**src/logic/bridge_pkg.sv**
```systemverilog
//--------------------------------------------------------------------------
// shared definitions for the byte-serial block bridge
// bus and byte types, read response codes, data address,
// block geometry and the load sequencer states
//--------------------------------------------------------------------------

package bridge_pkg;

	typedef logic [7:0]  byte_t;	// one data byte
	typedef logic [31:0] word_t;	// bus word, address or data
	typedef logic [1:0]  resp_t;	// read response

	localparam resp_t RESP_OKAY   = 2'd0;
	localparam resp_t RESP_SLVERR = 2'd2;

	// single word the master writes key/plaintext to and reads results from
	localparam word_t DATA_ADDR = 32'h0000_0510;

	localparam int BLOCK_BYTES  = 16;	// 128-bit block, one byte per beat
	localparam int NUM_IN_FIFOS = 2;	// key and plaintext
	localparam int KEY_IDX      = 0;
	localparam int TEXT_IDX     = 1;

	// block flow through the bridge
	typedef enum logic [1:0] {
		COLLECT_KEY,	// filling key fifo
		COLLECT_TEXT,	// filling plaintext fifo
		STREAM,		// mixing into output fifo
		READOUT		// master drains results
	} seq_state_t;

endpackage

```
**src/logic/byte_fifo.sv**
```systemverilog
//--------------------------------------------------------------------------
// synchronous byte fifo, first word fall through
// full/empty from extended pointer compare
//--------------------------------------------------------------------------

`timescale 1ns/1ps

module byte_fifo
	import bridge_pkg::*;
#(
	parameter int DEPTH = 16	// power of two
)
(
	input  logic  clk_main_a0,
	input  logic  rst_main_n_sync,
	input  logic  push,
	input  byte_t din,
	input  logic  pop,
	output byte_t dout,
	output logic  full,
	output logic  empty
);

	localparam int AW = $clog2(DEPTH);

	byte_t       mem [DEPTH];
	logic [AW:0] wr_ptr;	// msb is the wrap bit
	logic [AW:0] rd_ptr;
	logic        do_push;
	logic        do_pop;

	// same slot, opposite lap -> full
	assign full  = (wr_ptr[AW] != rd_ptr[AW]) && (wr_ptr[AW-1:0] == rd_ptr[AW-1:0]);
	assign empty = (wr_ptr == rd_ptr);

	assign do_push = push && !full;		// overflow dropped
	assign do_pop  = pop && !empty;		// underflow ignored

	assign dout = mem[rd_ptr[AW-1:0]];	// head visible without a read cycle

	always_ff @(posedge clk_main_a0)
	begin
		if (!rst_main_n_sync)
		begin
			wr_ptr <= '0;
			rd_ptr <= '0;
		end
		else
		begin
			if (do_push)
				wr_ptr <= wr_ptr + 1'b1;
			if (do_pop)
				rd_ptr <= rd_ptr + 1'b1;
		end
	end

	// storage
	always_ff @(posedge clk_main_a0)
	begin
		if (do_push)
			mem[wr_ptr[AW-1:0]] <= din;
	end

endmodule

```
**src/logic/load_sequencer.sv**
```systemverilog
//--------------------------------------------------------------------------
// load sequencer
// write address decode, steering of bytes into key/plaintext fifos,
// block state machine driving stream and readout levels
//--------------------------------------------------------------------------

`timescale 1ns/1ps

module load_sequencer
	import bridge_pkg::*;
(
	input  logic                    clk_main_a0,
	input  logic                    rst_main_n_sync,
	input  logic                    wready,
	input  word_t                   wr_addr,
	input  word_t                   wdata,
	input  logic [NUM_IN_FIFOS-1:0] in_full,
	input  logic                    out_full,
	input  logic                    out_empty,
	output logic [NUM_IN_FIFOS-1:0] in_push,
	output byte_t                   in_din,
	output logic                    stream_en,
	output logic                    result_ready
);

	// bytes steered so far in this block, 0 .. 2*BLOCK_BYTES
	localparam int CNT_W = $clog2(2 * BLOCK_BYTES) + 1;
	localparam logic [CNT_W-1:0] KEY_END  = CNT_W'(BLOCK_BYTES);
	localparam logic [CNT_W-1:0] TEXT_END = CNT_W'(2 * BLOCK_BYTES);

	seq_state_t       state;
	seq_state_t       state_next;
	logic [CNT_W-1:0] load_cnt;
	logic             wr_hit;
	logic             collecting;
	logic             to_key;
	logic             to_text;

	assign wr_hit     = wready && (wr_addr == DATA_ADDR);	// accepted write
	assign collecting = (state == COLLECT_KEY) || (state == COLLECT_TEXT);

	// push lands a cycle late, so full lags the byte count by up to two
	// edges; the count decides the target and keeps back-to-back writes
	// from spilling the first plaintext bytes into the full key fifo
	assign to_key  = wr_hit && collecting && (load_cnt < KEY_END);
	assign to_text = wr_hit && collecting && (load_cnt >= KEY_END) && (load_cnt < TEXT_END);

	assign stream_en    = (state == STREAM);
	assign result_ready = (state == READOUT) && !out_empty;	// a result byte is waiting

	//----------------------------------------------------------------------
	// next state
	//----------------------------------------------------------------------
	always_comb
	begin
		state_next = state;
		case (state)
			COLLECT_KEY:
				if (in_full[KEY_IDX])
					state_next = COLLECT_TEXT;
			COLLECT_TEXT:
				if (in_full[TEXT_IDX])
					state_next = STREAM;
			STREAM:
				if (out_full)	// whole block mixed
					state_next = READOUT;
			READOUT:
				if (out_empty)	// master took the last byte
					state_next = COLLECT_KEY;
			default:
				state_next = COLLECT_KEY;
		endcase
	end

	always_ff @(posedge clk_main_a0)
	begin
		if (!rst_main_n_sync)
		begin
			state    <= COLLECT_KEY;
			load_cnt <= '0;
			in_push  <= '0;
		end
		else
		begin
			state              <= state_next;
			in_push            <= '0;
			in_push[KEY_IDX]   <= to_key;		// registered strobes
			in_push[TEXT_IDX]  <= to_text;
			if (!collecting)
				load_cnt <= '0;			// fresh block next time
			else if (to_key || to_text)
				load_cnt <= load_cnt + 1'b1;
		end
	end

	// shared byte for both input fifos, only low byte of the word is used
	always_ff @(posedge clk_main_a0)
	begin
		if (to_key || to_text)
			in_din <= wdata[7:0];
	end

endmodule

```
**src/logic/round_key_mixer.sv**
```systemverilog
//--------------------------------------------------------------------------
// round key mixer
// lockstep pop of key/plaintext fifos, registered xor into output fifo
//--------------------------------------------------------------------------

`timescale 1ns/1ps

module round_key_mixer
	import bridge_pkg::*;
(
	input  logic  clk_main_a0,
	input  logic  rst_main_n_sync,
	input  logic  stream_en,
	input  byte_t key_byte,
	input  byte_t text_byte,
	input  logic  key_empty,
	input  logic  text_empty,
	output logic  in_pop,
	output logic  out_push,
	output byte_t out_byte
);

	// one pop strobe serves both fifos, counts stay equal
	assign in_pop = stream_en && !key_empty && !text_empty;

	always_ff @(posedge clk_main_a0)
	begin
		if (!rst_main_n_sync)
			out_push <= 1'b0;
		else
			out_push <= in_pop;	// valid follows the popped pair
	end

	// addroundkey on one byte
	always_ff @(posedge clk_main_a0)
	begin
		if (in_pop)
			out_byte <= key_byte ^ text_byte;
	end

endmodule

```
**src/logic/read_port.sv**
```systemverilog
//--------------------------------------------------------------------------
// read port
// one registered response at a time, okay with result byte or slverr
//--------------------------------------------------------------------------

`timescale 1ns/1ps

module read_port
	import bridge_pkg::*;
(
	input  logic  clk_main_a0,
	input  logic  rst_main_n_sync,
	input  logic  arvalid_q,
	input  word_t araddr_q,
	input  logic  rready,
	input  logic  result_ready,
	input  byte_t head_byte,
	output logic  pop,
	output logic  rvalid,
	output word_t rdata,
	output resp_t rresp
);

	logic take;	// request sampled this edge
	logic good;	// request that returns a result byte

	assign take = arvalid_q && !rvalid;	// no new request while a response is out
	assign good = take && (araddr_q == DATA_ADDR) && result_ready;
	assign pop  = good;			// head leaves the output fifo with the request

	always_ff @(posedge clk_main_a0)
	begin
		if (!rst_main_n_sync)
		begin
			rvalid <= 1'b0;
			rdata  <= '0;
			rresp  <= RESP_OKAY;
		end
		else if (take)
		begin
			rvalid <= 1'b1;
			rdata  <= good ? word_t'(head_byte) : '0;	// zero extended
			rresp  <= good ? RESP_OKAY : RESP_SLVERR;
		end
		else if (rvalid && rready)
			rvalid <= 1'b0;		// data/resp keep their last value
	end

endmodule

```
**src/logic/fifo_bridge_top.sv**
```systemverilog
//--------------------------------------------------------------------------
// fifo bridge top level
// load sequencer, key/plaintext fifos, round key mixer,
// output fifo and read port
//--------------------------------------------------------------------------

`timescale 1ns/1ps

module fifo_bridge_top
	import bridge_pkg::*;
(
	input  logic  clk_main_a0,
	input  logic  rst_main_n_sync,
	input  logic  wready,
	input  word_t wr_addr,
	input  word_t wdata,
	input  logic  arvalid_q,
	input  word_t araddr_q,
	input  logic  rready,
	output logic  rvalid,
	output word_t rdata,
	output resp_t rresp
);

	// input side
	logic [NUM_IN_FIFOS-1:0] in_push;
	logic [NUM_IN_FIFOS-1:0] in_full;
	logic [NUM_IN_FIFOS-1:0] in_empty;
	byte_t                   in_dout [NUM_IN_FIFOS];
	byte_t                   in_din;
	logic                    in_pop;	// shared by both input fifos

	// block control
	logic  stream_en;
	logic  result_ready;

	// output side
	logic  out_push;
	logic  out_pop;
	logic  out_full;
	logic  out_empty;
	byte_t mix_byte;
	byte_t head_byte;

	load_sequencer u_load_sequencer (
		.clk_main_a0     (clk_main_a0),
		.rst_main_n_sync (rst_main_n_sync),
		.wready          (wready),
		.wr_addr         (wr_addr),
		.wdata           (wdata),
		.in_full         (in_full),
		.out_full        (out_full),
		.out_empty       (out_empty),
		.in_push         (in_push),
		.in_din          (in_din),
		.stream_en       (stream_en),
		.result_ready    (result_ready)
	);

	//----------------------------------------------------------------------
	// key and plaintext fifos
	//----------------------------------------------------------------------
	generate
		for (genvar i = 0; i < NUM_IN_FIFOS; i++)
		begin : g_in_fifo
			byte_fifo #(
				.DEPTH (BLOCK_BYTES)
			) u_in_fifo (
				.clk_main_a0     (clk_main_a0),
				.rst_main_n_sync (rst_main_n_sync),
				.push            (in_push[i]),
				.din             (in_din),
				.pop             (in_pop),
				.dout            (in_dout[i]),
				.full            (in_full[i]),
				.empty           (in_empty[i])
			);
		end
	endgenerate

	round_key_mixer u_round_key_mixer (
		.clk_main_a0     (clk_main_a0),
		.rst_main_n_sync (rst_main_n_sync),
		.stream_en       (stream_en),
		.key_byte        (in_dout[KEY_IDX]),
		.text_byte       (in_dout[TEXT_IDX]),
		.key_empty       (in_empty[KEY_IDX]),
		.text_empty      (in_empty[TEXT_IDX]),
		.in_pop          (in_pop),
		.out_push        (out_push),
		.out_byte        (mix_byte)
	);

	// result fifo, block deep so the mixer never stalls
	byte_fifo #(
		.DEPTH (BLOCK_BYTES)
	) u_out_fifo (
		.clk_main_a0     (clk_main_a0),
		.rst_main_n_sync (rst_main_n_sync),
		.push            (out_push),
		.din             (mix_byte),
		.pop             (out_pop),
		.dout            (head_byte),
		.full            (out_full),
		.empty           (out_empty)
	);

	read_port u_read_port (
		.clk_main_a0     (clk_main_a0),
		.rst_main_n_sync (rst_main_n_sync),
		.arvalid_q       (arvalid_q),
		.araddr_q        (araddr_q),
		.rready          (rready),
		.result_ready    (result_ready),
		.head_byte       (head_byte),
		.pop             (out_pop),
		.rvalid          (rvalid),
		.rdata           (rdata),
		.rresp           (rresp)
	);

endmodule

```
**config.mk**
```make
export PLATFORM = sky130hd
export DESIGN_NAME = fifo_bridge_top
export DESIGN_NICKNAME = d
export VERILOG_FILES = /design/src/logic/bridge_pkg.sv /design/src/logic/byte_fifo.sv /design/src/logic/load_sequencer.sv /design/src/logic/round_key_mixer.sv /design/src/logic/read_port.sv /design/src/logic/fifo_bridge_top.sv
export SDC_FILE = /design/constraint.sdc
export NUM_CORES = 1
export LEC_CHECK = 0
export ABC_AREA = 1
export BUFFER_PORTS_ARGS = -buffer_cell sky130_fd_sc_hd__buf_2
export CAP_MARGIN = 30
export CORE_MARGIN = 3
export CORE_UTILIZATION = 59
export DETAILED_ROUTE_END_ITERATION = 10
export PLACE_DENSITY = 0.78
export SLEW_MARGIN = 20
export SYNTH_ARGS = -nofsm -noshare
export SYNTH_HDL_FRONTEND = slang
export SYNTH_SLANG_ARGS = --single-unit
```
**constraint.sdc**
```tcl
create_clock -name clk_main_a0 -period 3.35 [get_ports clk_main_a0]
set_input_delay 0.335 -clock clk_main_a0 [delete_from_list [all_inputs] [get_ports clk_main_a0]]
set_output_delay 0.335 -clock clk_main_a0 [all_outputs]
set_load 0.02 [all_outputs]
```
Word-level counts from Yosys, hierarchy flattened. Memory sizes are Yosys's and may differ from the RTL's. A register that Yosys moved wholly into a read port is not among the register bits. Cells that the tools add are included.

Add/sub/neg operators: 7. $lt $le $gt $ge: 3. Equality and inequality tests: 18. Mux-type cells: 21. Bitwise logic cells: 1. Reductions and logical operators: 34.

Operators with widths (count): 32-bit by 11-bit == test with 1-bit output, second input constant (2); 5-bit by 1-bit adder with 5-bit output, second input constant (6); 4-bit two-way mux (6); 1-bit logical AND (21); 5-bit == test (3); 4-bit == test (3); 2-bit two-way mux (5); 1-bit two-way mux (8); 8-bit two-way mux (1); 2-bit by 1-bit != test with 1-bit output, second input constant (4); 2-bit case mux with 4 select lines (1); 8-bit bitwise XOR (1); 1-bit logical NOT (7); 6-bit by 1-bit adder with 6-bit output, second input constant (1); 6-bit by 5-bit greater-or-equal comparator with 1-bit output, second input constant (1); 6-bit by 5-bit less-than comparator with 1-bit output, second input constant (1); 6-bit less-than comparator, second input constant (1); 2-bit == test, second input constant (2); 4-bit AND reduction (1); 1-bit != test (3); 2-bit by 1-bit == test with 1-bit output, second input constant (1); 2-bit logical NOT (1); 1-bit logical OR (2); 2-bit AND reduction (1); 2-bit nonzero test (1).

Register bits after elaboration: 92. RAM bits: 384. Bits of input ports: 101. Output and inout bits: 35. Logic and storage cells: 102. Memories kept: 3.

Memories: g_in_fifo[0].u_in_fifo.mem (words 16, width 8, read ports 1, clocked after Yosys merged registers in 1, wr ports 1, line byte_fifo.sv:26) `byte_t mem [DEPTH];`; g_in_fifo[1].u_in_fifo.mem (words 16, width 8, read ports 1, clocked after Yosys merged registers in 1, wr ports 1, line byte_fifo.sv:26); u_out_fifo.mem (words 16, width 8, read ports 1, clocked after Yosys merged registers in 1, wr ports 1, line byte_fifo.sv:26).

Logic depth before layout (Yosys ltp).
Depth in word-level cells: 7. Depth in mapped cells: 12. Gate-level depth less buffers: 12.

Cells and area by module. From an unflattened synthesis, not the netlist that was laid out.

Cell total of the unflattened synthesis: 1882. Area, all modules: 20334.5 um2.

Modules (own cells, without submodules): byte_fifo (times used 3, cells an instance 537, area an instance 6068.3 um2, sequential area each 4124.0 um2); load_sequencer (times used 1, cells an instance 148, area an instance 1063.5 um2, sequential area each 440.4 um2); read_port (times used 1, cells an instance 100, area an instance 704.4 um2, sequential area each 200.2 um2); round_key_mixer (times used 1, cells an instance 23, area an instance 361.6 um2, sequential area each 260.2 um2).

Worst setup path after synthesis. Ideal clock, no wire load.

Path type: reg-to-reg. Start point: reg u_out_fifo.wr_ptr[0]. End point: mem u_out_fifo.mem[0][0] (netlist name) (enable). Setup time: 0.370 ns. Arrival time: 1.374 ns. Required time: 2.980 ns. Path slack: 1.606 ns. Cell stages (with the launch flop): 10. Path buffers: 0. Period minus slack after synthesis: 1.744 ns. Cell sequence: dfxtp_1 > inv_1 > nand2_1 > nand2_1 > nor2_1 > nand3b_1 > nand2_2 > inv_2 > nand2_1 > nor2_1.

Longest elaborated chain between the ends: 6.

Ends and longest elaborated chain: start: declaration (line byte_fifo.sv:27) `logic [AW:0] wr_ptr;`; start signal: assignment (line byte_fifo.sv:51) `wr_ptr <= wr_ptr + 1'b1;`; 4-bit == test (line byte_fifo.sv:33) `assign full = (wr_ptr[AW] != rd_ptr[AW]) && (wr_ptr[AW-1:0] == rd_ptr[AW-1:0]);`; 1-bit logical AND (line byte_fifo.sv:33); 1-bit logical NOT (line byte_fifo.sv:36) `assign do_push = push && !full;`; 1-bit logical AND (line byte_fifo.sv:36); 1-bit two-way mux (line byte_fifo.sv:60) `if (do_push)`; 1-bit two-way mux (not written as such) (line byte_fifo.sv:61) `mem[wr_ptr[AW-1:0]] <= din;`; end: declaration (line byte_fifo.sv:26).

Parallel ways exist; a longest one is shown, timed or not.

Worst setup path in the final report.
Start point: reg g_in_fifo[1].u_in_fifo.wr_ptr[0]. End point: mem g_in_fifo[1].u_in_fifo.mem[0][1] (netlist name) (enable).

Longest elaborated chain between the ends: 6.

Ends and longest elaborated chain (line): start: declaration (byte_fifo.sv:27); start signal: assignment (byte_fifo.sv:51); 4-bit == test (byte_fifo.sv:33); 1-bit logical AND (byte_fifo.sv:33); 1-bit logical NOT (byte_fifo.sv:36); 1-bit logical AND (byte_fifo.sv:36); 1-bit two-way mux (byte_fifo.sv:60); 1-bit two-way mux (not written as such) (byte_fifo.sv:61); end: declaration (byte_fifo.sv:26).

Parallel ways exist; a longest one is shown, timed or not.

==> out/results.ini <==
[run_status]
status = finished clean

[run]
maxCapViolCount = 0

[layout]
area_growth_pct = 11.5
drive_gt1_share_pct = 10.9
fin_nets = 1971
ff_latch_area_sq_mm = 0.0133
layout_common_cells = edfxtp_1 (400), nand2_1 (306), nor2_1 (206)
fillers = 2251
final_util_pct = 67.8
layout_commonest_cell = edfxtp_1
fin_cells = 2318
diodes = 0
multiInputGateArea_sq_mm = 0.00516

[detailed_routing]
via_per_inst = 5.69
drt_iter0_drc = 1653
post_drt_wl_per_cell_um = 18.4
drt-total-wl_mm = 42.6
via_count = 13200
ant_nets = 0
drc = 0
dr.pass1.iters = 5

[sta]
grt_setup_unrepaired = no
tns_ns = 0
fmax_ghz = 0.416
min_period_ns = 2.41
period_share_pct = 71.8
slew_headroom_pct = 35.1
hold_violations = 0
fin_skew_ns = 0.0157
setup_viol = 0
slew_viol_final = 0
worst_pin_slew_ns = 0.970

[clocking]
cts_root_buffer = clkbuf_16
clock_path_buffers = 3
cts_buffers = 45
cts.sinks = 463
cts_setup_buffers = 0
clk_latency_ns = 0.55
clk_pin_slew_ns = 0.06
cts_resized = 0
cts_tree = built
htree_num_levels = 2

[synthesis]
syn_area_per_cell_sq_um = 11.0
synth_area_leaders = edfxtp_1 (62%), dfxtp_1 (6.5%), nand2_1 (5.9%)
synth_top_area_cell = edfxtp_1
syn_area_sq_mm = 0.0195
seq_area_frac_synth_pct = 68.2
syn_inst = 1764
yosysWarningCount = 0
synth-seq-cells = 463
yosys.cell_types.count = 36
synth.top_cell.area_share_pct = 61.7

[critical_path]
crit_cells = 9
crit_type = flip-flop to flip-flop
crit_required_ns = 3.51
crit_family = simple AND/OR/NAND/NOR gates
arrival_ns = 2.57
crit_path_cell_trace = inv_1 -> nand2_1 -> nand2_1 -> nor2_1 -> nand3_1 -> nand2_2 -> inv_2 -> nand2_1 -> nor2_1
cp_common_cell = nand2_1
r2r_cells = 9
cp_num_buf_inv = 2
slowest_stage = nor2_1
worstSetupEndpointType = flip-flop
startpoint_type = flip-flop
ff2ff_setup_slack_ns = 0.94
slowest_delay_ns = 0.70
path_max_fanout = 8

[global_route]
grt_pass1_vias = 12700
gr-usage-met2_pct = 39.1
grt_overflow = 0
grt_pass1_wl_mm = 66.5
top_usage_layer = met2
grt_max_degree = 75
met1_usage_pct = 32.8
use_met3_pct = 4.11
grt_use_total_pct = 23.8
antenna_found_initial = 0

[place]
numPortBuffers = 86
dpl.hpwl_mm = 26.4
placed_cells = 2224
gp_congestion = 0.835

[floorplan]
num_io_pins = 136
coreArea_sq_mm = 0.0320
start_util_pct = 60.8
die_width_um = 188
row_count = 65
die_h_um = 188
dieArea_sq_mm = 0.0352

[worst_hold_path]
hp-class = input port to flip-flop
whs_path_depth = 4

[pwr]
power_density_mw_per_mm2 = 518
vdd_drop_max_uv = 406
p_leak_nw = 7.89

==> logic make-up after synthesis <==
family          after synthesis  synth area share, %
compound gates              268                 7.61
xor+xnor                     15                0.675
fa+ha+maj                    21                 1.35
buf+inv                     249                 5.80
flops                       463                 68.2
other cells                   1               0.0193
simple gates                747                 16.4
==> layout make-up <==
cell class              count  share of cell area, %
clock buffers              55                   5.55
repair buffers            118                   3.63
well taps                 435                   2.51
flip-flops and latches    463                   61.2
inverters                 145                   2.52
multi-input cells        1076                   23.8
clock inverters            26                  0.870
==> cells in the mapped netlist (all sizes together) <==
cell	count
clkbuf	27
o21a	1
nand3b	3
ha	21
nor3	5
or2	1
o211ai	51
conb	1
dfxtp	63
nand4	10
o31ai	1
o21ai	133
xnor2	7
inv	145
nand2	315
a21oi	82
buf	77
and3b	1
nor3b	4
xor2	8
edfxtp	400
nand3	198
nor2	210
==> registers in the layout, indices dropped and copies added, names as in the netlist, named ones only <==
register	cells
u_read_port.rresp	1
u_load_sequencer.in_din	8
u_out_fifo.mem	128
u_load_sequencer.in_push	2
u_read_port.rdata	8
g_in_fifo.u_in_fifo.mem	256
u_load_sequencer.state	2
u_round_key_mixer.out_push	1
u_out_fifo.rd_ptr	5
u_read_port.rvalid	1
u_out_fifo.wr_ptr	5
g_in_fifo.u_in_fifo.rd_ptr	10
u_load_sequencer.load_cnt	6
u_round_key_mixer.out_byte	8
g_in_fifo.u_in_fifo.wr_ptr	10
==> power by group <==
part | switching [mW] | internal, mW | total, mW
combinational | 0.169 | 0.106 | 0.275
sequential | 0.0125 | 6.18 | 6.19
clock | 2.07 | 2.71 | 4.78
==> repair_timing <==
action	in CTS	in global routing
setup endpoints to repair	0	0
endpoints found under the hold margin	8	0
hold buffers	8	0
==> tightest hold or removal path, stage by stage <==
cell,delay [ns]
buf_2,0.07
inv_1,0.03
nand2_1,0.05
a21oi_1,0.05
==> through the flow <==
step                      power [mW]  hold slack (ns)  setup WS (ns)  cell area, sq um
final                           11.2           0.0467          0.944             21700
after floorplan                 6.52            0.426           1.61             19600
after global routing            11.6           0.0734          0.736             21700
after global placement          6.57            0.444           1.01             20100
after CTS                       11.3           0.0318          0.908             21600
after detailed placement        6.59            0.452          0.917             20200
==> final timing paths <==
kind | startpoint | to
worst max register to register | g_in_fifo[1].u_in_fifo.wr_ptr[0] | g_in_fifo[1].u_in_fifo.mem[0][1]
worst min register to register | u_read_port.rdata[1] | u_read_port.rdata[1]
worst min-delay path | rready | u_read_port.rvalid
worst max-delay path | g_in_fifo[1].u_in_fifo.wr_ptr[0] | g_in_fifo[1].u_in_fifo.mem[0][1]
==> layer usage <==
metal,routed length [um],up-vias
met5,0,-
met4,1040,0
met3,4340,94
met2,20400,702
met1,16800,6170
li1,-,6227
No activity file was read; power rests on OpenSTA's default activity.
